### config.mk
export PLATFORM = sky130hd
export DESIGN_NAME = i2c_master_ctrl
export DESIGN_NICKNAME = d
export VERILOG_FILES = /design/src/hw/i2c_ctrl_pkg.sv /design/src/hw/i2c_phase_timer.sv /design/src/hw/i2c_transfer_sequencer.sv /design/src/hw/i2c_bus_ctrl_decoder.sv /design/src/hw/i2c_master_ctrl.sv
export SDC_FILE = /design/constraint.sdc
export NUM_CORES = 1
export LEC_CHECK = 0
export BUFFER_PORTS_ARGS = -buffer_cell sky130_fd_sc_hd__buf_2
export CORE_ASPECT_RATIO = 1.5
export CORE_MARGIN = 5
export CORE_UTILIZATION = 46
export CTS_CLUSTER_DIAMETER = 30
export CTS_CLUSTER_SIZE = 10
export DETAILED_ROUTE_END_ITERATION = 16
export GPL_TIMING_DRIVEN = 0
export PLACE_DENSITY_LB_ADDON = 0.15
export SLEW_MARGIN = 15
export SYNTH_ARGS = -nofsm -noshare
export SYNTH_HDL_FRONTEND = slang
export SYNTH_SLANG_ARGS = --single-unit
export TNS_END_PERCENT = 10
### constraint.sdc
create_clock -name i2c_core_clock_i -period 2.35 [get_ports i2c_core_clock_i]
set_clock_uncertainty 0.05 [all_clocks]
set_input_delay 0.47 -clock i2c_core_clock_i [delete_from_list [all_inputs] [get_ports i2c_core_clock_i]]
set_output_delay 0.47 -clock i2c_core_clock_i [all_outputs]
set_load 0.01 [all_outputs]
### src/hw/i2c_ctrl_pkg.sv
`default_nettype none

package i2c_ctrl_pkg;

    // ------------------------------------------------------------------------
    // transfer states
    // ------------------------------------------------------------------------
    // the encoding order is significant, since address-done is a
    // magnitude compare against ST_ADDR_ACK
    typedef enum logic [3:0] {
        ST_IDLE         = 4'd0, // bus released, waiting for enable
        ST_START        = 4'd1, // start condition
        ST_ADDR         = 4'd2, // slave address and rw bit
        ST_ADDR_ACK     = 4'd3, // slave acknowledges the address
        ST_WRITE_DATA   = 4'd4, // byte to slave
        ST_READ_DATA    = 4'd5, // byte from slave
        ST_DATA_ACK_IN  = 4'd6, // acknowledge read from slave
        ST_DATA_ACK_OUT = 4'd7, // acknowledge sent by master
        ST_REPEAT_START = 4'd8, // repeated start condition
        ST_STOP         = 4'd9  // stop condition
    } i2c_state_e;

    // ------------------------------------------------------------------------
    // counters
    // ------------------------------------------------------------------------
    localparam int unsigned CNT_W = 8; // counters and prescaler

    typedef logic [CNT_W-1:0] cnt_t;

    // ------------------------------------------------------------------------
    // protocol constants
    // ------------------------------------------------------------------------
    localparam cnt_t BYTE_BITS = cnt_t'(8); // datapath bit count at end of byte

    // a start or stop hold runs through 0..HOLD_LAST, four qualifying cycles
    localparam cnt_t HOLD_LAST = cnt_t'(3);

    localparam cnt_t RS_QUARTERS = cnt_t'(4); // prescaler periods per repeated start

endpackage

`default_nettype wire

### src/hw/i2c_phase_timer.sv
`timescale 1ns/1ns
`default_nettype none

module i2c_phase_timer (
    input  wire                      i2c_core_clock_i,
    input  wire                      reset_bit_n_i,
    input  wire i2c_ctrl_pkg::i2c_state_e state_i,
    input  wire                      enable_i,
    input  wire i2c_ctrl_pkg::cnt_t  edge_count_i, // clock generator edge count
    input  wire i2c_ctrl_pkg::cnt_t  prescaler_i,
    output logic                     hold_done_o,
    output logic                     rs_done_o,
    output logic                     rs_scl_hold_o
);

    import i2c_ctrl_pkg::*;

    cnt_t hold_cnt;     // start/stop hold
    cnt_t rs_cnt;       // repeated start length
    cnt_t rs_last;      // final repeated start count
    logic hold_state;   // state that runs the hold counter
    logic hold_step;

    // ------------------------------------------------------------------------
    // start/stop hold counter
    // ------------------------------------------------------------------------
    assign hold_state = (state_i == ST_START) || (state_i == ST_STOP) ||
                        ((state_i == ST_IDLE) && enable_i);

    // only counts once the clock generator has passed a full prescaler period
    assign hold_step = (hold_cnt < HOLD_LAST) && (edge_count_i >= prescaler_i) && hold_state;

    assign hold_done_o = (hold_cnt == HOLD_LAST);

    always_ff @(posedge i2c_core_clock_i or negedge reset_bit_n_i) begin
        if (!reset_bit_n_i) begin
            hold_cnt <= '0;
        end else if (hold_done_o) begin
            hold_cnt <= '0;                      // sequencer leaves on this edge
        end else if (hold_step) begin
            hold_cnt <= hold_cnt + cnt_t'(1);
        end
    end

    // ------------------------------------------------------------------------
    // repeated start timer
    // ------------------------------------------------------------------------
    // the product wraps at CNT_W bits, so prescaler stays at or below 64
    assign rs_last = RS_QUARTERS * prescaler_i - cnt_t'(1);

    assign rs_done_o = (rs_cnt == rs_last);

    always_ff @(posedge i2c_core_clock_i or negedge reset_bit_n_i) begin
        if (!reset_bit_n_i) begin
            rs_cnt <= '0;
        end else if (rs_done_o) begin
            rs_cnt <= '0;
        end else if (state_i == ST_REPEAT_START) begin
            rs_cnt <= rs_cnt + cnt_t'(1);        // one per core clock
        end
    end

    // scl stays driven for the first quarter so the line is high before sda falls
    assign rs_scl_hold_o = (rs_cnt < prescaler_i);

endmodule

`default_nettype wire

### src/hw/i2c_transfer_sequencer.sv
`timescale 1ns/1ns
`default_nettype none

module i2c_transfer_sequencer (
    input  wire                        i2c_core_clock_i,
    input  wire                        reset_bit_n_i,
    input  wire                        enable_i,
    input  wire                        rw_i,              // 1 = read from slave
    input  wire                        sda_i,
    input  wire                        repeat_start_i,
    input  wire                        tx_fifo_empty_i,
    input  wire                        rx_fifo_full_i,
    input  wire i2c_ctrl_pkg::cnt_t    bit_count_i,       // datapath bit count
    input  wire i2c_ctrl_pkg::cnt_t    edge_count_i,      // clock generator edge count
    input  wire                        hold_done_i,
    input  wire                        rs_done_i,
    output i2c_ctrl_pkg::i2c_state_e   state_o
);

    import i2c_ctrl_pkg::*;

    i2c_state_e state_d;
    i2c_state_e after_ack;  // where a finished data acknowledge goes
    logic       addr_end;   // last address bit shifted
    logic       byte_end;   // last data bit shifted
    logic       ack_end;    // acknowledge slot over

    // ------------------------------------------------------------------------
    // phase end conditions
    // ------------------------------------------------------------------------
    assign addr_end = (bit_count_i == BYTE_BITS) && (edge_count_i == cnt_t'(1));
    assign byte_end = (bit_count_i == BYTE_BITS) && (edge_count_i == '0);
    assign ack_end  = (bit_count_i == '0) && (edge_count_i == '0);

    assign after_ack = repeat_start_i ? ST_REPEAT_START : ST_STOP;

    // ------------------------------------------------------------------------
    // state register
    // ------------------------------------------------------------------------
    always_ff @(posedge i2c_core_clock_i or negedge reset_bit_n_i) begin
        if (!reset_bit_n_i) begin
            state_o <= ST_IDLE;
        end else begin
            state_o <= state_d;
        end
    end

    // ------------------------------------------------------------------------
    // next state
    // ------------------------------------------------------------------------
    always_comb begin
        state_d = state_o;
        case (state_o)
            ST_IDLE: begin
                if (enable_i && hold_done_i) begin
                    state_d = ST_START;
                end
            end
            ST_START: begin
                if (hold_done_i) begin
                    state_d = ST_ADDR;
                end
            end
            ST_ADDR: begin
                if (addr_end) begin
                    state_d = ST_ADDR_ACK;
                end
            end
            ST_ADDR_ACK: begin
                if (ack_end) begin
                    if (sda_i) begin
                        state_d = ST_STOP;                            // nack on address
                    end else if (rw_i) begin
                        state_d = rx_fifo_full_i ? ST_STOP : ST_READ_DATA;
                    end else begin
                        state_d = tx_fifo_empty_i ? ST_STOP : ST_WRITE_DATA;
                    end
                end
            end
            ST_WRITE_DATA: begin
                if (byte_end) begin
                    state_d = ST_DATA_ACK_IN;
                end
            end
            ST_READ_DATA: begin
                if (byte_end) begin
                    state_d = ST_DATA_ACK_OUT;
                end
            end
            ST_DATA_ACK_IN: begin
                if (ack_end) begin
                    // nothing left to send, or the slave refused the byte
                    state_d = (tx_fifo_empty_i || sda_i) ? after_ack : ST_WRITE_DATA;
                end
            end
            ST_DATA_ACK_OUT: begin
                if (ack_end) begin
                    state_d = rx_fifo_full_i ? after_ack : ST_READ_DATA;
                end
            end
            ST_REPEAT_START: begin
                if (rs_done_i) begin
                    state_d = ST_ADDR;                                // resend address
                end
            end
            ST_STOP: begin
                if (hold_done_i) begin
                    state_d = ST_IDLE;
                end
            end
            default: begin
                state_d = ST_IDLE;
            end
        endcase
    end

endmodule

`default_nettype wire

### src/hw/i2c_bus_ctrl_decoder.sv
`timescale 1ns/1ns
`default_nettype none

module i2c_bus_ctrl_decoder (
    input  wire                           i2c_core_clock_i,
    input  wire                           reset_bit_n_i,
    input  wire i2c_ctrl_pkg::i2c_state_e state_i,
    input  wire                           rs_scl_hold_i,  // first quarter of repeated start
    output logic                          start_o,
    output logic                          write_addr_o,
    output logic                          write_data_o,
    output logic                          read_data_o,
    output logic                          write_ack_o,    // master drives ack
    output logic                          read_ack_o,     // master samples ack
    output logic                          stop_o,
    output logic                          repeat_start_o,
    output logic                          tx_fifo_rd_o,
    output logic                          rx_fifo_wr_o,
    output logic                          scl_en_o,
    output logic                          sda_en_o,
    output logic                          bus_free_o,
    output logic                          addr_done_o
);

    import i2c_ctrl_pkg::*;

    i2c_state_e prev_state; // state one cycle earlier

    // ------------------------------------------------------------------------
    // phase strobes and line enables
    // ------------------------------------------------------------------------
    assign start_o        = (state_i == ST_START);
    assign write_addr_o   = (state_i == ST_ADDR);
    assign write_data_o   = (state_i == ST_WRITE_DATA);
    assign read_data_o    = (state_i == ST_READ_DATA);
    assign write_ack_o    = (state_i == ST_DATA_ACK_OUT);
    assign read_ack_o     = (state_i == ST_ADDR_ACK) || (state_i == ST_DATA_ACK_IN);
    assign stop_o         = (state_i == ST_STOP);
    assign repeat_start_o = (state_i == ST_REPEAT_START);
    assign bus_free_o     = (state_i == ST_IDLE);

    always_comb begin
        sda_en_o = 1'b0;
        scl_en_o = 1'b0;
        case (state_i)
            ST_START: begin
                sda_en_o = 1'b1;                 // scl left high by clock gen
            end
            ST_ADDR, ST_WRITE_DATA, ST_DATA_ACK_OUT, ST_STOP: begin
                sda_en_o = 1'b1;
                scl_en_o = 1'b1;
            end
            ST_ADDR_ACK, ST_READ_DATA, ST_DATA_ACK_IN: begin
                scl_en_o = 1'b1;                 // slave owns sda
            end
            ST_REPEAT_START: begin
                sda_en_o = 1'b1;
                scl_en_o = rs_scl_hold_i;
            end
            default: begin
                sda_en_o = 1'b0;
                scl_en_o = 1'b0;
            end
        endcase
    end

    // ------------------------------------------------------------------------
    // fifo strobes and address flag
    // ------------------------------------------------------------------------
    always_ff @(posedge i2c_core_clock_i or negedge reset_bit_n_i) begin
        if (!reset_bit_n_i) begin
            prev_state  <= ST_IDLE;
            addr_done_o <= 1'b0;
        end else begin
            prev_state  <= state_i;
            addr_done_o <= (state_i >= ST_ADDR_ACK);
        end
    end

    // high only on the first cycle after the byte phase hands over
    assign tx_fifo_rd_o = (state_i == ST_DATA_ACK_IN) && (prev_state == ST_WRITE_DATA);
    assign rx_fifo_wr_o = (state_i == ST_DATA_ACK_OUT) && (prev_state == ST_READ_DATA);

endmodule

`default_nettype wire

### src/hw/i2c_master_ctrl.sv
`timescale 1ns/1ns
`default_nettype none

module i2c_master_ctrl (
    input  wire                       i2c_core_clock_i,
    input  wire                       reset_bit_n_i,
    input  wire                       enable_i,
    input  wire                       rw_i,
    input  wire                       sda_i,
    input  wire                       repeat_start_i,
    input  wire                       tx_fifo_empty_i,
    input  wire                       rx_fifo_full_i,
    input  wire i2c_ctrl_pkg::cnt_t   edge_count_i,
    input  wire i2c_ctrl_pkg::cnt_t   bit_count_i,
    input  wire i2c_ctrl_pkg::cnt_t   prescaler_i,
    output logic                      start_o,
    output logic                      write_addr_o,
    output logic                      write_data_o,
    output logic                      read_data_o,
    output logic                      write_ack_o,
    output logic                      read_ack_o,
    output logic                      stop_o,
    output logic                      repeat_start_o,
    output logic                      tx_fifo_rd_o,
    output logic                      rx_fifo_wr_o,
    output logic                      scl_en_o,
    output logic                      sda_en_o,
    output logic                      bus_free_o,
    output logic                      addr_done_o
);

    import i2c_ctrl_pkg::*;

    i2c_state_e state;
    logic       hold_done;
    logic       rs_done;
    logic       rs_scl_hold;

    // ------------------------------------------------------------------------
    // phase timer and sequencer close a loop through state and done flags
    // ------------------------------------------------------------------------
    i2c_phase_timer u_timer (
        .i2c_core_clock_i (i2c_core_clock_i),
        .reset_bit_n_i    (reset_bit_n_i),
        .state_i          (state),
        .enable_i         (enable_i),
        .edge_count_i     (edge_count_i),
        .prescaler_i      (prescaler_i),
        .hold_done_o      (hold_done),
        .rs_done_o        (rs_done),
        .rs_scl_hold_o    (rs_scl_hold)
    );

    i2c_transfer_sequencer u_sequencer (
        .i2c_core_clock_i (i2c_core_clock_i),
        .reset_bit_n_i    (reset_bit_n_i),
        .enable_i         (enable_i),
        .rw_i             (rw_i),
        .sda_i            (sda_i),
        .repeat_start_i   (repeat_start_i),
        .tx_fifo_empty_i  (tx_fifo_empty_i),
        .rx_fifo_full_i   (rx_fifo_full_i),
        .bit_count_i      (bit_count_i),
        .edge_count_i     (edge_count_i),
        .hold_done_i      (hold_done),
        .rs_done_i        (rs_done),
        .state_o          (state)
    );

    i2c_bus_ctrl_decoder u_decoder (
        .i2c_core_clock_i (i2c_core_clock_i),
        .reset_bit_n_i    (reset_bit_n_i),
        .state_i          (state),
        .rs_scl_hold_i    (rs_scl_hold),
        .start_o          (start_o),
        .write_addr_o     (write_addr_o),
        .write_data_o     (write_data_o),
        .read_data_o      (read_data_o),
        .write_ack_o      (write_ack_o),
        .read_ack_o       (read_ack_o),
        .stop_o           (stop_o),
        .repeat_start_o   (repeat_start_o),
        .tx_fifo_rd_o     (tx_fifo_rd_o),
        .rx_fifo_wr_o     (rx_fifo_wr_o),
        .scl_en_o         (scl_en_o),
        .sda_en_o         (sda_en_o),
        .bus_free_o       (bus_free_o),
        .addr_done_o      (addr_done_o)
    );

endmodule

`default_nettype wire

==> impl_metrics.tcl, run 1 <==
set metrics [dict create \
    fmax_ghz 0.424 \
    post-dp-hpwl_um 3530 \
    start_util 0.476 \
    setup_viol 1 \
    synthMuxAreaShare 0.0224 \
    ys_seq_area_frac 0.329 \
    antenna_found_initial 0 \
    synth_top_family_by_area "simple AND/OR/NAND/NOR gates" \
    combPwrFrac 0.460 \
    synth_edf_count 0 \
    cts_tree "yes" \
    grtUsageMet1 0.194 \
    grtUsageMet2 0.313 \
    final_antenna_net_count 0 \
    clockBufferDepth 2 \
    violations "negative setup slack" \
    nNetsFinal 315 \
    cp.required_ns 1.83 \
    clkTransAtPathRegs_ns 0.09 \
    fin_area_mm2 0.00225 \
    n_fill_cell 395 \
    drive_gt1_frac 0.254 \
    root_buffer "clkbuf_8" \
    cts.sinks 25 \
    cp-start-kind "flop" \
    final_common_cell "buf_2" \
    min_path_type "in -> async" \
    dpl-instance-area_mm2 0.00218 \
    critPathCaptureType "primary output" \
    outcome "finished, violations left" \
    cts_buffers 3 \
    diodes 0 \
    core.rowCount 28 \
    ys_warn_count 0 \
    synth_seq_cells 25 \
    syn_area_mm2 0.00190 \
    fin_crit_sh 1.00 \
    hold_viol 0 \
    grt_pass1_vias 1696 \
    area.growth.synth_to_final_pct 18.4 \
    intPower_w 0.00104 \
    die_w_um 62.5 \
    synth-simple-area-share 0.209 \
    gp_congestion 0.813 \
    fin_ws_ns -0.0107 \
    switchingPower_w 0.000729 \
    worst_pin_slew_ns 0.638 \
    ys.flop_type "dfrtp_1" \
    p_clk_frac 0.145 \
    swShare 0.411 \
    multi_input_area_mm2 0.00115 \
    grt_max_degree 26 \
    grt_pass1_wl_um 7530 \
    clock_latency_ns 0.27 \
    peakVddDrop_uv 432 \
    num_vias 1669 \
    dieHeight_um 88.8 \
    arrival_ns 1.84 \
    slew_headroom 0.575 \
    synth_xor_area_frac 0.0822 \
    grt_usage 0.165 \
    powerDensity_mw_per_mm2 787 \
    vias_per_cell 5.40 \
    finalSetupTns_ns -0.0107 \
    fp.coreArea_mm2 0.00399 \
    regArea_um2 627 \
    synth_cells 215 \
    drt_iter0_drc 34 \
    cap_viol_max_count 0 \
    syn-num-nets 265 \
    grt_util_met3 0.0203 \
    finalCriticalPeriod_ns 2.36 \
    async_flop_share 1.00 \
    final_core_util 0.564 \
    final_cell_mix "buf_2, dfrtp_1, nor2_1" \
    criticalPathCategory "reg -> out" \
    synth_compound_area_frac 0.172 \
    wl_per_cell_um 14.1 \
    dieArea_mm2 0.00555 \
    cp_max_fo 5 \
    syn_area_per_cell_um2 8.85 \
    io_pins 46 \
    port_buffers 45 \
    overflow 0 \
    final_max_slew_viol_count 0 \
    htree_levels 1 \
    p_leak_nw 1.07 \
    routed_wl_um 4350 \
    detail_route.first_pass.iterations 4 \
    busiest_layer "met2" \
    drc_errors 0 \
    ys_types 50 \
    rsz0062_at_grt "yes" \
    seq_power_share 0.395 \
    synth_fa_ha_area_frac 0.118 \
]
[area by class of cell]
type / count / area share
Multi-Input combinational cell: 164 / 0.512
Sequential cell: 25 / 0.278
Timing Repair Buffer: 46 / 0.106
Buffer: 12 / 0.0350
Tap cell: 45 / 0.0250
Inverter: 13 / 0.0217
Clock buffer: 3 / 0.0183
Clock inverter: 1 / 0.00333
[metrics by stage]
stage	cells	hold WS (ns)	setup WS (ns)	power, W
2_1_floorplan	215	0.124	0.0729	0.00126
3_3_place_gp	305	0.392	-0.332	0.00148
3_5_place_dp	305	0.401	-0.341	0.00150
4_1_cts	308	0.149	-0.124	0.00176
5_1_grt	309	0.172	-0.129	0.00193
6_report	309	0.127	-0.0107	0.00177
[timing repair]
item	4_1_cts	5_1_grt
hold buffers	0	0
gates cloned	0	0
hold endpoints to repair	0	0
setup buffers	0	1
setup endpoints to repair	8	8
gates resized for setup	1	10
pin swaps	2	5
[cells in the mapped netlist, types with 2 or more instances]
cell type	instances	area, um^2
xor2_1	10	87.6
xnor2_1	6	52.6
nor3b_1	2	15.0
mux2_2	2	22.5
ha_1	18	225
nand2_1	15	56.3
o21ai_0	11	55.1
nor3_1	7	35.0
dfrtp_1	25	626
nand3_1	6	30.0
nand2b_1	5	31.3
a21oi_1	11	55.1
a21o_1	5	37.5
nor2_1	23	86.3
clkbuf_1	7	26.3
o31ai_1	3	22.5
mux2i_1	2	20.0
clkbuf_8	2	27.5
nand4_1	4	25.0
o2111ai_1	2	17.5
inv_1	13	48.8
and3_1	3	18.8
buf_1	2	7.51
nor4_1	5	31.3
[critical path: stages, from the launching register on]
cell and delay (ns):
dfrtp_2 0.46, ha_1 0.28, a21boi_1 0.15, o21ai_1 0.08, a21oi_1 0.17, o21ai_1 0.08
a31o_2 0.24, buf_6 0.12
[final timing paths]
kind / from / depth (start not counted) / endpoint / slack (ns)
max: u_timer.rs_cnt[2] / 7 / scl_en_o / -0.01
min: reset_bit_n_i / 1 / u_timer.hold_cnt[5] / 0.13
max reg2reg: u_timer.rs_cnt[5] / 7 / u_sequencer.state_o[1] / 0.08
min reg2reg: u_timer.hold_cnt[3] / 1 / u_timer.hold_cnt[3] / 0.41
max in group asynchronous: reset_bit_n_i / 1 / u_timer.rs_cnt[2] / 1.73
min in group i2c_core_clock_i: u_timer.hold_cnt[3] / 1 / u_timer.hold_cnt[3] / 0.41
[flip-flops by register name, summed over array words and instances (netlist names)]
name and flops:
u_sequencer.state_o 4, u_timer.rs_cnt 8, u_decoder.prev_state 4, u_decoder.addr_done_o 1, u_timer.hold_cnt 8
[power groups by stage]
| stage | Clock (W) | Sequential (W) | Combinational (W) |
|---|---|---|---|
| after detailed placement | 0 | 0.000702 | 0.000795 |
| after floorplan | 0 | 0.000660 | 0.000596 |
| after global placement | 0 | 0.000704 | 0.000776 |
| final | 0.000257 | 0.000701 | 0.000815 |
| after global routing | 0.000280 | 0.000719 | 0.000927 |
| after CTS | 0.000264 | 0.000695 | 0.000800 |
[routing by layer]
metal  routed length (um)  vias up
li1                     -      859
met1                 1890      773
met2                 2220       33
met3                  191        4
met4                   37        0
met5                    0        -
[cells by family (layout without fill, tap and decap cells)]
kind of cell	count (synthesis)	after routing
xor gates and xnor gates	17	17
buffers and inverters	26	75
muxes	4	4
and+or+nand+nor	78	78
AOI/OAI and AO/OA	47	47
DFF	25	25
adders and majority gates	18	18
Power figures use the tool's default switching activity.
==> inputs of run 2 (changes only) <==
Settings changed: CORE_MARGIN 5 to 10.
==> run 2 against run 1 <==
Against the previous run: the flow still finishes with violations (negative setup slack); worst hold slack improved by 0.0081 ns; die area is 29% higher; cell count unchanged; largest cell class unchanged; critical path depth up 2; count of clock-buffer cells in the layout unchanged; utilization increased by 0.47 points; sequential share of layout area up 0.13 points; combinational power is 1% higher; wire length rose by 5.0%; highest routed layer unchanged; design area about the same.
==> impl_metrics.tcl, run 2 (same netlist as run 1, synthesis figures left out) <==
set metrics [dict create \
    cap_viol_max_count 0 \
    outcome "finished, violations left" \
    fin_crit_sh 1.01 \
    cts.sinks 25 \
    powerDensity_mw_per_mm2 792 \
    die_w_um 72.5 \
    diodes 0 \
    io_pins 46 \
    final_cell_mix "buf_2, nor2_1, dfrtp_1" \
    detail_route.first_pass.iterations 4 \
    dieArea_mm2 0.00716 \
    final_cells 309 \
    final_max_slew_viol_count 0 \
    violations "negative setup slack" \
    dpl-instance-area_mm2 0.00218 \
    area.growth.synth_to_final_pct 18.4 \
    clock_latency_ns 0.27 \
    slew_headroom 0.542 \
    overflow 0 \
    gp_congestion 0.807 \
    grt_max_degree 26 \
    htree_levels 1 \
    grt_pass1_vias 1731 \
    fp.coreArea_mm2 0.00396 \
    setup_viol 2 \
    peakVddDrop_uv 549 \
    final_common_cell "buf_2" \
    final_antenna_net_count 0 \
    drive_gt1_frac 0.265 \
    start_util 0.480 \
    min_path_type "in -> async" \
    n_fill_cell 392 \
    core.rowCount 28 \
    critPathCaptureType "flop" \
    fmax_ghz 0.423 \
    num_vias 1713 \
    criticalPathCategory "in -> reg" \
    p_total_w 0.00178 \
    port_buffers 45 \
    hold_viol 0 \
    worst_pin_slew_ns 0.688 \
    cp_max_fo 10 \
    cp-start-kind "input port" \
    reg2reg_to "u_sequencer.state_o[1]" \
    drc_errors 0 \
    holdWs_ns 0.135 \
    grt_usage 0.129 \
    dieHeight_um 98.8 \
    reg2reg_from "u_timer.rs_cnt[5]" \
    crit_path_start "prescaler_i[0]" \
    clkTransAtPathRegs_ns 0.10 \
    drt_iter0_drc 45 \
    nNetsFinal 315 \
    reg2reg_slack_ns 0.01 \
    rsz0062_at_grt "yes" \
    antenna_found_initial 0 \
    root_buffer "clkbuf_8" \
    endpoint "u_sequencer.state_o[1]" \
    cp.required_ns 2.50 \
    layout_top_registers "u_timer.hold_cnt: 8 flops, u_timer.rs_cnt: 8 flops" \
    p_leak_nw 1.07 \
    clockBufferDepth 2 \
    dp.cells 305 \
    grt_pass1_wl_um 7760 \
    cts_buffers 3 \
    reg2reg_depth 7 \
    arrival_ns 2.51 \
    vias_per_cell 5.54 \
    finalCriticalPeriod_ns 2.36 \
    wl_per_cell_um 14.8 \
    ctsHoldBuffers 0 \
    cts_tree "yes" \
    post-dp-hpwl_um 3760 \
    fin_area_mm2 0.00225 \
    fin_ws_ns -0.0130 \
    routed_wl_um 4560 \
]
run 2: cell counts in the layout (fill, tap and decap cells not counted):
Identical to the previous run, type by type.
run 2: report_power, final:
group	switching [W]	internal, W	leakage (nW)
Sequential	0.000151	0.000545	0.301
Combinational	0.000448	0.000377	0.748
Clock	0.000141	0.000120	0.0217
Total	0.000740	0.00104	1.07
run 2: timing repair:
item,CTS,global route
setup buffers,0,1
resized for setup,4,8
setup endpoints to repair,9,9
endpoints found under the hold margin,0,0
pin swaps,3,0
run 2: final cells by class:
cell class | instances | area, um^2 | share of cell area
Buffer | 12 | 78.8 | 0.0350
Tap cell | 45 | 56.3 | 0.0250
Timing Repair Buffer | 46 | 239 | 0.106
Multi-Input combinational cell | 164 | 1150 | 0.511
Inverter | 13 | 48.8 | 0.0217
Sequential cell | 25 | 629 | 0.280
Clock inverter | 1 | 7.51 | 0.00334
Clock buffer | 3 | 41.3 | 0.0183
run 2: worst min path at each step:
stage                                    endpoint  slack, ns
after floorplan             u_decoder.addr_done_o       0.12
after global placement        u_timer.hold_cnt[7]       0.39
after detailed placement      u_timer.hold_cnt[4]       0.40
after CTS                     u_timer.hold_cnt[3]       0.15
after global routing      u_decoder.prev_state[3]       0.15
final                           u_timer.rs_cnt[5]       0.13
run 2: metal layers:
metal / vias up / GRT usage / part of all wire
li1: 861 / - / -
met1: 797 / 0.153 / 0.43
met2: 49 / 0.215 / 0.49
met3: 6 / 0.0361 / 0.067
met4: 0 / 0.0425 / 0.020
met5: - / 0 / 0
run 2: metrics by stage:
stage	utilization	setup TNS, ns	setup WS, ns
final	0.569	-0.0167	-0.0130
after global routing	0.569	-0.235	-0.114
after CTS	0.563	-0.100	-0.0612
after detailed placement	0.552	-1.78	-0.387
after global placement	0.552	-1.60	-0.360
after floorplan	-	0	0.0729
run 2: critical path, cell delays in order:
cell and delay (ns):
buf_2 0.13, inv_1 0.07, ha_1 0.22, xor2_1 0.15, or3_4 0.38, a2111oi_4 0.64
and3_1 0.24, o21ai_1 0.07, o21ai_2 0.13
==> inputs of run 3 (changes only) <==
Settings changed: REMOVE_ABC_BUFFERS set to 1.
==> run 3 against run 2 <==
Against the previous run: the flow now finishes without violations; critical path type is now reg -> out; via count down 3.7%; design area down 0.61%; sequential power up 9.6%.
==> impl_metrics.tcl, run 3 (same netlist as run 1, synthesis figures left out) <==
set metrics [dict create \
    grt_pass1_wl_um 7690 \
    routed_wl_um 4470 \
    combPwrFrac 0.419 \
    p_clk_frac 0.145 \
    final_cells 304 \
    port_buffers 45 \
    clkTransAtPathRegs_ns 0.08 \
    root_buffer "clkbuf_8" \
    criticalPathCategory "reg -> out" \
    final_antenna_net_count 0 \
    post-dp-hpwl_um 3510 \
    outcome "complete, no violations" \
    layout_top_registers "u_timer.hold_cnt: 8 flops, u_timer.rs_cnt: 8 flops" \
    final_max_slew_viol_count 0 \
    cts_buffers 3 \
    start_util 0.480 \
    htree_levels 1 \
    final_common_cell "buf_2" \
    grt_usage 0.127 \
    io_pins 46 \
    fp.coreArea_mm2 0.00396 \
    cp-start-kind "flop" \
    drive_gt1_frac 0.274 \
    arrival_ns 1.80 \
    powerDensity_mw_per_mm2 782 \
    detail_route.first_pass.iterations 4 \
    num_vias 1649 \
    cp.required_ns 1.83 \
    p_leak_nw 1.07 \
    clockBufferDepth 2 \
    rsz0062_at_grt "yes" \
    final_cell_mix "buf_2, nor2_1, dfrtp_1" \
    core.rowCount 28 \
    grt_max_degree 26 \
    fin_area_mm2 0.00224 \
    hold_viol 0 \
    overflow 0 \
    intPower_w 0.00103 \
    area.growth.synth_to_final_pct 17.6 \
    seq_power_share 0.436 \
    holdWs_ns 0.115 \
    multi_input_area_mm2 0.00116 \
    cp_max_fo 2 \
    worst_pin_slew_ns 0.528 \
    setup_viol 0 \
    antenna_found_initial 0 \
    final_core_util 0.565 \
    vias_per_cell 5.42 \
    fmax_ghz 0.431 \
    dieArea_mm2 0.00716 \
    dieHeight_um 98.8 \
    place_ws_ns -0.346 \
    cts.sinks 25 \
    min_path_type "in -> async" \
    die_w_um 72.5 \
    slew_headroom 0.648 \
    finalCriticalPeriod_ns 2.32 \
    n_fill_cell 397 \
    clock_latency_ns 0.27 \
    cap_viol_max_count 0 \
    fin_ws_ns 0.0309 \
    fin_crit_sh 0.987 \
    dpl-instance-area_mm2 0.00210 \
    switchingPower_w 0.000724 \
    gp_congestion 0.775 \
    swShare 0.414 \
    critPathCaptureType "primary output" \
    grt_pass1_vias 1698 \
    dp.cells 292 \
    drt_iter0_drc 51 \
    diodes 0 \
    peakVddDrop_uv 699 \
    regArea_um2 633 \
    cts_tree "yes" \
    drc_errors 0 \
    wl_per_cell_um 14.7 \
    nNetsFinal 310 \
]
-- run 3: cell count changes in the layout (fill, tap and decap cells not counted), sizes merged --
cell,before,now
clkinv,0,1
clkbuf,11,3
buf,50,53
clkinvlp,1,0
-- run 3: worst paths after layout --
| check | from | depth (start not counted) | endpoint | slack (ns) |
|---|---|---|---|---|
| min in group i2c_core_clock_i | u_timer.hold_cnt[5] | 0 | u_timer.hold_cnt[5] | 0.33 |
| max in group asynchronous | reset_bit_n_i | 1 | u_sequencer.state_o[2] | 1.73 |
| max | u_timer.rs_cnt[1] | 8 | scl_en_o | 0.03 |
| max reg2reg | u_sequencer.state_o[0] | 6 | u_sequencer.state_o[2] | 0.19 |
| min reg2reg | u_timer.hold_cnt[5] | 0 | u_timer.hold_cnt[5] | 0.33 |
| min | reset_bit_n_i | 1 | u_decoder.prev_state[2] | 0.12 |
-- run 3: repair_timing --
item                                    4_1_cts  5_1_grt
setup buffers                                 5        3
resized for setup                             7        5
endpoints found under the hold margin         0        0
hold buffers                                  0        0
endpoints found under the setup margin        7        7
pin swaps                                     4        2
-- run 3: power by group through the flow --
stage | clock (W) | combinational, W | sequential [W]
2_1_floorplan | 0 | 0.000504 | 0.000712
3_3_place_gp | 0 | 0.000667 | 0.000772
3_5_place_dp | 0 | 0.000674 | 0.000774
4_1_cts | 0.000259 | 0.000728 | 0.000758
5_1_grt | 0.000279 | 0.000857 | 0.000790
6_report | 0.000253 | 0.000734 | 0.000764
-- run 3: area by class of cell --
type,instances,area share
sequential,25,0.283
timing repair buffer,53,0.130
clock buffer,3,0.0185
multi-input combinational,164,0.519
inverter,13,0.0218
tap,45,0.0252
clock inverter,1,0.00224
-- run 3: routing by layer --
| metal | GRT usage | wire [um] | vias to the layer above |
|---|---|---|---|
| met1 | 0.137 | 1800 | 769 |
| met5 | 0 | 0 | - |
| met2 | 0.241 | 2430 | 31 |
| met4 | 0.0308 | 45 | 0 |
| li1 | - | - | 844 |
| met3 | 0.0241 | 188 | 5 |
-- run 3: worst max-delay path, stage by stage, from the launching register on --
cell and delay [ns]:
dfrtp_1 0.40, ha_1 0.27, o21ai_1 0.05, a21boi_1 0.14, o21ai_1 0.08, a21oi_1 0.14
o21ai_1 0.08, a31o_2 0.26, buf_6 0.12
-- run 3: through the flow --
| step | total power (W) | setup TNS [ns] |
|---|---|---|
| CTS | 0.00175 | -0.0137 |
| floorplan | 0.00122 | 0 |
| global route | 0.00193 | -0.0847 |
| detailed placement | 0.00145 | -1.54 |
| global placement | 0.00144 | -1.50 |
| finish | 0.00175 | 0 |
